[config.mk]
export PLATFORM = sky130hd
export DESIGN_NAME = btn_control
export DESIGN_NICKNAME = d
export VERILOG_FILES = /design/src/rtl/raycast_pkg.sv /design/src/rtl/btn_control.sv /design/src/rtl/debouncer.sv /design/src/rtl/fxp_rotate.sv /design/src/rtl/movement_control.sv
export VERILOG_INCLUDE_DIRS = /design/src /design/src/rtl
export SDC_FILE = /design/constraint.sdc
export NUM_CORES = 2
export LEC_CHECK = 0
export BUFFER_PORTS_ARGS = -buffer_cell sky130_fd_sc_hd__buf_2
export CAP_MARGIN = 15
export CORE_AREA = 2 2 392 394
export CTS_CLUSTER_DIAMETER = 80
export DETAILED_ROUTE_END_ITERATION = 7
export DIE_AREA = 0 0 394 396
export PLACE_DENSITY = 0.4
export SLEW_MARGIN = 5
export SYNTH_ARGS = -nofsm -noshare
export SYNTH_HDL_FRONTEND = slang
export SYNTH_SLANG_ARGS = --single-unit
[constraint.sdc]
create_clock -name clk_in -period 19.3 [get_ports clk_in]
set_clock_uncertainty 0.05 [all_clocks]
set_input_delay 3.86 -clock clk_in [delete_from_list [all_inputs] [get_ports clk_in]]
set_output_delay 3.86 -clock clk_in [all_outputs]
set_load 0.02 [all_outputs]
[src/rtl/raycast_macros.svh]
`ifndef RAYCAST_MACROS_SVH
`define RAYCAST_MACROS_SVH

// stable cycles before a debouncer accepts a new level
`define DEB_COUNT 16

// one step is a quarter of the direction vector
`define STEP_SHIFT 2

// 45 degree rotation, 8.8 fixed point (0.70703125)
`define ROT_COS 16'h00B5
`define ROT_SIN 16'h00B5

// player spawn point, 8.0 on both axes
`define POS_INIT_X 16'h0800
`define POS_INIT_Y 16'h0800

// facing -x at reset
`define DIR_INIT_X 16'hFF00
`define DIR_INIT_Y 16'h0000

// camera plane perpendicular to dir, about 0.66 wide
`define PLANE_INIT_X 16'h0000
`define PLANE_INIT_Y 16'h00A9

`endif

[src/rtl/raycast_pkg.sv]
package raycast_pkg;

    // signed 8.8 fixed point
    typedef logic signed [15:0] fxp_t;

    // 2d vector, x in the upper half
    typedef struct packed {
        fxp_t x;
        fxp_t y;
    } vec2_t;

    // full player state as seen by the renderer
    typedef struct packed {
        vec2_t pos;
        vec2_t dir;
        vec2_t plane;
    } player_state_t;

    // one-cycle navigation command, at most one bit set
    typedef struct packed {
        logic fwd;
        logic bwd;
        logic rot_left;
        logic rot_right;
    } move_cmd_t;

endpackage

[src/rtl/btn_control.sv]
`timescale 1ns/1ps

module btn_control (
    input  logic                       clk_in,
    input  logic                       rst_in,
    input  logic                       fwd_btn,
    input  logic                       bwd_btn,
    input  logic                       rot_left_btn,
    input  logic                       rot_right_btn,
    output raycast_pkg::player_state_t state
);

    import raycast_pkg::*;

    // debounced levels
    logic clean_fwd;
    logic clean_bwd;
    logic clean_left;
    logic clean_right;

    // levels from the previous cycle
    logic past_fwd;
    logic past_bwd;
    logic past_left;
    logic past_right;

    move_cmd_t cmd_next;
    move_cmd_t cmd;

    debouncer i_deb_fwd (
        .clk_in    (clk_in),
        .rst_in    (rst_in),
        .dirty_in  (fwd_btn),
        .clean_out (clean_fwd)
    );

    debouncer i_deb_bwd (
        .clk_in    (clk_in),
        .rst_in    (rst_in),
        .dirty_in  (bwd_btn),
        .clean_out (clean_bwd)
    );

    debouncer i_deb_left (
        .clk_in    (clk_in),
        .rst_in    (rst_in),
        .dirty_in  (rot_left_btn),
        .clean_out (clean_left)
    );

    debouncer i_deb_right (
        .clk_in    (clk_in),
        .rst_in    (rst_in),
        .dirty_in  (rot_right_btn),
        .clean_out (clean_right)
    );

    // rising edges, fixed priority fwd > bwd > left > right
    always_comb begin
        cmd_next = '0;
        if (clean_fwd && !past_fwd) begin
            cmd_next.fwd = 1'b1;
        end else if (clean_bwd && !past_bwd) begin
            cmd_next.bwd = 1'b1;
        end else if (clean_left && !past_left) begin
            cmd_next.rot_left = 1'b1;
        end else if (clean_right && !past_right) begin
            cmd_next.rot_right = 1'b1;
        end
    end

    always_ff @(posedge clk_in) begin
        if (rst_in) begin
            past_fwd   <= 1'b0;
            past_bwd   <= 1'b0;
            past_left  <= 1'b0;
            past_right <= 1'b0;
            cmd        <= '0;
        end else begin
            past_fwd   <= clean_fwd;
            past_bwd   <= clean_bwd;
            past_left  <= clean_left;
            past_right <= clean_right;
            // losing edges are simply dropped
            cmd        <= cmd_next;
        end
    end

    movement_control i_movement_control (
        .clk_in (clk_in),
        .rst_in (rst_in),
        .cmd    (cmd),
        .state  (state)
    );

endmodule

[src/rtl/debouncer.sv]
`timescale 1ns/1ps
`include "raycast_macros.svh"

module debouncer (
    input  logic clk_in,
    input  logic rst_in,
    input  logic dirty_in,
    output logic clean_out
);

    localparam int CNT_W = $clog2(`DEB_COUNT + 1);

    logic [CNT_W-1:0] count;

    always_ff @(posedge clk_in) begin
        if (rst_in) begin
            count     <= '0;
            clean_out <= 1'b0;
        end else if (dirty_in != clean_out) begin
            // input disagrees with the filtered level
            if (count == CNT_W'(`DEB_COUNT - 1)) begin
                clean_out <= dirty_in;
                count     <= '0;
            end else begin
                count <= count + 1'b1;
            end
        end else begin
            // any bounce back restarts the wait
            count <= '0;
        end
    end

    // counter stays within the debounce window
    a_count_range: assert property (
        @(posedge clk_in) disable iff (rst_in)
        count <= CNT_W'(`DEB_COUNT)
    );

endmodule

[src/rtl/fxp_rotate.sv]
`timescale 1ns/1ps
`include "raycast_macros.svh"

module fxp_rotate (
    input  raycast_pkg::vec2_t vec_in,
    input  logic               rot_left,
    output raycast_pkg::vec2_t vec_out
);

    import raycast_pkg::*;

    localparam fxp_t ROT_C = fxp_t'(`ROT_COS);
    localparam fxp_t ROT_S = fxp_t'(`ROT_SIN);

    fxp_t sin_v;

    // operands sign-extended to the product width
    logic signed [31:0] x_w;
    logic signed [31:0] y_w;
    logic signed [31:0] cos_w;
    logic signed [31:0] sin_w;

    // full-width products, already scaled back to 8.8
    logic signed [31:0] xc;
    logic signed [31:0] ys;
    logic signed [31:0] xs;
    logic signed [31:0] yc;

    logic signed [31:0] x_sum;
    logic signed [31:0] y_sum;

    always_comb begin
        // right turn is the same matrix with negated sine
        sin_v = rot_left ? ROT_S : -ROT_S;

        x_w   = vec_in.x;
        y_w   = vec_in.y;
        cos_w = ROT_C;
        sin_w = sin_v;

        xc = (x_w * cos_w) >>> 8;
        ys = (y_w * sin_w) >>> 8;
        xs = (x_w * sin_w) >>> 8;
        yc = (y_w * cos_w) >>> 8;

        x_sum = xc - ys;
        y_sum = xs + yc;

        // wrap to 16 bits
        vec_out.x = x_sum[15:0];
        vec_out.y = y_sum[15:0];
    end

endmodule

[src/rtl/movement_control.sv]
`timescale 1ns/1ps
`include "raycast_macros.svh"

module movement_control (
    input  logic                       clk_in,
    input  logic                       rst_in,
    input  raycast_pkg::move_cmd_t     cmd,
    output raycast_pkg::player_state_t state
);

    import raycast_pkg::*;

    localparam player_state_t STATE_INIT = '{
        pos:   '{x: fxp_t'(`POS_INIT_X),   y: fxp_t'(`POS_INIT_Y)},
        dir:   '{x: fxp_t'(`DIR_INIT_X),   y: fxp_t'(`DIR_INIT_Y)},
        plane: '{x: fxp_t'(`PLANE_INIT_X), y: fxp_t'(`PLANE_INIT_Y)}
    };

    vec2_t step;
    vec2_t dir_rot;
    vec2_t plane_rot;

    // dir and plane turn together so the view stays consistent
    fxp_rotate i_rot_dir (
        .vec_in   (state.dir),
        .rot_left (cmd.rot_left),
        .vec_out  (dir_rot)
    );

    fxp_rotate i_rot_plane (
        .vec_in   (state.plane),
        .rot_left (cmd.rot_left),
        .vec_out  (plane_rot)
    );

    // quarter of dir per move
    always_comb begin
        step.x = state.dir.x >>> `STEP_SHIFT;
        step.y = state.dir.y >>> `STEP_SHIFT;
    end

    always_ff @(posedge clk_in) begin
        if (rst_in) begin
            state <= STATE_INIT;
        end else if (cmd.fwd) begin
            state.pos.x <= state.pos.x + step.x;
            state.pos.y <= state.pos.y + step.y;
        end else if (cmd.bwd) begin
            state.pos.x <= state.pos.x - step.x;
            state.pos.y <= state.pos.y - step.y;
        end else if (cmd.rot_left || cmd.rot_right) begin
            // direction of turn is chosen inside the rotators
            state.dir   <= dir_rot;
            state.plane <= plane_rot;
        end
    end

    // the top encoder only ever issues one command at a time
    a_cmd_onehot: assert property (
        @(posedge clk_in) disable iff (rst_in)
        $onehot0(cmd)
    );

endmodule

# Yosys cells after proc, flatten, opt, wreduce, memory -nomap -nowiden
# Cells that the tools add are included.
# totals
reg_bits,128
inputBits,6
wordCells,85
# classes
addsub,12
mul,8
eq_ne,8
n_mux,7
bitwise,6
n_reduce_logical,22
# ops
op,count
multiplier 16 x 16 -> 24 bit,4
multiplier 16 x 9 -> 24 bit (second input constant),4
two-way mux 32 bit,2
adder 16 x 14 -> 16 bit,2
adder 16 bit,2
subtractor 16 x 14 -> 16 bit,2
subtractor 16 bit,2
adder 5 x 1 -> 5 bit (second input constant),4
equality test 5 x 4 -> 1 bit (second input constant),4
two-way mux 16 bit,1
OR reduction 3 bit,5
AND reduction 2 bit,4
NOT 1 bit,6
logical AND 1 bit,4
logical NOT 1 bit,4
two-way mux 1 bit,4
!= test 1 bit,4
OR reduction 4 bit,1
AND reduction 3 bit,1
nonzero test 2 bit,1
OR reduction 2 bit,1
logical OR 1 bit,1

# Logic depth before layout (Yosys ltp)
# depth
depth_word,3
mapped_depth,37
ltp_nobuf,34

# Cells and area by module
# A second synthesis with hierarchy kept.
# unflattened
cells_unflattened,4673
area_unflattened_um2,42572.1
# by_module_without_submodules
mod,n_inst,cells_each,area_per_inst_um2,seq_area_each_um2
fxp_rotate at i_movement_control.i_rot_dir,1,1950,18156.2,0.0
fxp_rotate at i_movement_control.i_rot_plane,1,1932,17958.5,0.0
movement_control,1,678,5270.1,1921.8
debouncer,4,23,234.0,120.1
btn_control,1,21,251.5,160.2

# Worst setup path before layout
# OpenSTA, ideal clock, no wires.
# synth_path
path_kind,reg2reg
startpoint,"reg, netlist name cmd[1]"
endpoint,"reg, netlist name i_movement_control.state[63]"
arrival_time_ns,7.859
required_time_ns,19.117
slack_ns,11.259
path_stages_with_launch,35
path_buffers,5
synth_period_minus_slack_ns,8.041
cell_sequence,dfxtp_1 -> buf_4 -> clkbuf_1 -> clkbuf_1 -> clkbuf_1 -> clkbuf_1 -> nand2_1 -> fa_1 -> inv_1 -> fa_1 -> inv_1 -> fa_1 -> inv_1 -> fa_1 -> fa_1 -> inv_1 -> fa_1 -> inv_1 -> ha_1 -> and3_1 -> a2111oi_0 -> or3_1 -> nand2b_1 -> and2_1 -> or3_1 -> nand2_1 -> ha_1 -> or2_2 -> a21oi_1 -> a21oi_1 -> a21o_1 -> a21oi_1 -> xnor2_1 -> nor2_1 -> o21ai_1
# synth_via
elab_chain_cells,3
word_cells_on_any_way,5
cone_classes,add/sub (1); mul (1); mux (1); reduce/logical (2)
# synth_lines
element,line,rtl
two-way mux 16 bit,fxp_rotate.sv:34,sin_v = rot_left ? ROT_S : -ROT_S;
multiplier 16 x 16 -> 24 bit,fxp_rotate.sv:42,ys = (y_w * sin_w) >>> 8;
subtractor 16 bit,fxp_rotate.sv:46,x_sum = xc - ys;
# Several ways; a longest one is shown, not always the timed one.
# A chain may end at the register's enable or synchronous reset.

# Worst setup path in the final report
# layout_path
startpoint,"reg, netlist name cmd[1]"
endpoint,"reg, netlist name i_movement_control.state[15]"
# layout_via
elab_chain_cells,3
word_cells_on_any_way,5
cone_classes,add/sub (1); mul (1); mux (1); reduce/logical (2)
# layout_lines
element,line,rtl
two-way mux 16 bit,fxp_rotate.sv:34,
multiplier 16 x 16 -> 24 bit,fxp_rotate.sv:43,xs = (x_w * sin_w) >>> 8;
adder 16 bit,fxp_rotate.sv:47,y_sum = xs + yc;
# Several ways; a longest one is shown, not always the timed one.

==> reports/metrics.yaml <==
outcome:
  outcome: "finished, final reports clean"
power:
  p_sw_frac: 0.279
  clkPwrFrac: 0.542
  power_switching_w: 0.000186
  p_comb_frac: 0.059
  power_density_nw_per_um2: 14.5
  p_seq_frac: 0.399
  ir_drop_mv: 0.0624
  p_int_w: 0.000479
  p_leak_nw: 24.6
timing:
  period_minus_slack_ps: 8860
  finalHoldViolCount: 0
  tightest_slew_ps: 936
  rsz0062_at_grt: "no"
  tns_ps: 0
  period_share: 0.459
  slew_viol_final: 0
  relSlewSlack: 0.371
  setup_viol: 0
  max_freq_ghz: 0.113
die:
  dieArea_um2: 156000
  rows: 143
  die_height_um: 396
  boundaryPins: 102
  die_width_um: 394
  coreArea_um2: 152000
  start_util: 0.278
routing:
  via_per_inst: 4.41
  wl_per_cell_um: 17.7
  ant_nets: 0
  routed_wl_um: 118000
  drt_first_pass_iters: 5
  drc: 0
  vias: 29400
  drt_iter0_drc: 1208
placement:
  gp_congestion: 0.819
  port_buffers: 101
  hpwl_um: 102000
  dpl_cell_area_um2: 45100
worst_hold_path:
  min_from: "past_fwd"
  min_path_type: "reg2reg"
critical_path:
  critPathBufInv: 6
  max_stage_delay_ps: 650
  crit_path_max_fanout: 66
  start_kind: "flip-flop"
  cp_data_arrival_time_ps: 9140
  critPathTopFamily: "adder cells"
  reg2reg_from: "cmd[1]"
  crit_required_ps: 19590
  cp_common_cell: "fa_1"
  cp-end-kind: "flip-flop"
  critical_path.slowest_cell: "buf_4"
  startpoint: "cmd[1]"
  critPathKind: "reg2reg"
cts:
  cts.sinks: 128
  post_cts_resize_count: 0
  cts_tree: "done"
  insertion_delay_ps: 490
  hold_buffers: 0
  cts-root-buf: "clkbuf_16"
  numCtsBuffers: 17
  clk_path_buf_depth: 2
  path_clk_slew_ps: 80
  postCtsSetupRepairBufs: 0
  cts-htree-levels: 4
layout:
  finalInstanceArea_um2: 45800
  area_growth_pct: 8.46
  final_nets: 6167
  drive_gt1_frac: 0.0628
synth:
  seq_area_frac_synth: 0.0607
  synth_flop_cell: "dfxtp_1"
  syn-instance-count: 4589
  synth.area.top_cells: "fa_1 (34%), ha_1 (24%), inv_1 (9.2%)"
  yosysUniqueCellTypes: 92
  synth.most_common_cell: "inv_1"
  synth_largest_area_cell: "fa_1"
  synth_edf_count: 0
  synth_area_um2: 42200
  yosysWarnings: 0
  postSynth.asyncResetShare: 0
  synth_seq_cells: 128
  synth_top_area_frac: 0.342
  synth.cells.most_frequent: "inv_1 (1031), ha_1 (820), fa_1 (720), nor2_1 (284), xnor2_1 (226)"
  syn_area_per_cell_um2: 9.19
global_routing:
  antenna_found_initial: 2
  grt_pass1_wl_um: 190000
  grt_max_degree: 67
  grt_pass1_vias: 32200
  grt-ovfl-total: 0
  grt_usage: 0.158
flow_run:
  maxCapViolations: 0
kinds of logic after synthesis:
group,count (synthesis),share of synthesized area
flip-flops,128,0.0607
AND/OR/NAND/NOR,887,0.100
other,1,0.0000889
AO/OA/AOI/OAI,533,0.0817
multiplexers,11,0.00267
buffers and inverters,1192,0.107
adder cells (fa/ha/maj),1542,0.585
XOR/XNOR,295,0.0625
path summary, 6_finish.rpt:
kind	endpoint	slack (ps)	cells after the start
max	i_movement_control.state[15]	10440	33
min	cmd[3]	360	1
max reg2reg	i_movement_control.state[15]	10440	33
min reg2reg	cmd[3]	360	1
routing by layer:
metal | track usage | wire length, µm | share of wire
met5 | 0 | 0 | 0
met4 | 0.0250 | 1740 | 0.015
met2 | 0.278 | 58500 | 0.49
met3 | 0.0183 | 2680 | 0.023
met1 | 0.210 | 55400 | 0.47
power groups by stage:
stage,Sequential [W],Combinational [W],Clock [W]
final,0.000265,0.0000391,0.000360
after global routing,0.000265,0.0000453,0.000384
after CTS,0.000265,0.0000401,0.000378
after detailed placement,0.000271,0.0000399,0
after global placement,0.000271,0.0000399,0
after floorplan,0.000271,0.0000293,0
sequential cells by signal, summed over array words and instances (netlist names):
name,cells
cmd,4
i_deb_bwd.clean_out,1
i_deb_bwd.count,5
i_deb_fwd.clean_out,1
i_deb_fwd.count,5
i_deb_left.clean_out,1
i_deb_left.count,5
i_deb_right.clean_out,1
i_deb_right.count,5
i_movement_control.state,96
past_bwd,1
past_fwd,1
past_left,1
past_right,1
cell type report:
cell class / instances / area, µm²
Antenna cell: 2 / 5.00
Inverter: 1035 / 3890
Clock buffer: 19 / 443
Multi-Input combinational cell: 3276 / 35200
Clock inverter: 13 / 166
Sequential cell: 128 / 2570
Tap cell: 2030 / 2540
Timing Repair Buffer: 163 / 973
Fill cell: 16100 / 106000
placed cells by master, fill, tap and decap left out, drive strengths merged, types with 8 or more instances in the layout:
cell    count
nor2      284
fa        720
o21bai     15
a21oi     203
o31ai      11
mux2i       9
a211oi     21
a41oi      10
o211ai     11
dfxtp     128
nand3      41
inv      1041
conb        8
ha        820
nand2b     28
and3       24
and2       47
nor3       50
or2        65
xor2       65
clkbuf     19
buf       163
a21o       68
nor4        9
nor2b      57
nand4      14
o21a       36
nand2     222
xnor2     226
o21ai      85
or3        20
a31oi      17
metrics by stage:
step	utilization	setup slack, ps	cells	power, W	hold slack, ps
after floorplan	-	11260	4596	0.000301	342
after global placement	0.298	10490	6632	0.000311	351
after detailed placement	0.298	10460	6632	0.000311	357
after CTS	0.302	10400	6664	0.000683	368
after global routing	0.302	9940	6664	0.000695	397
final	0.302	10440	6666	0.000664	365
Power figures use the tool's default switching activity.
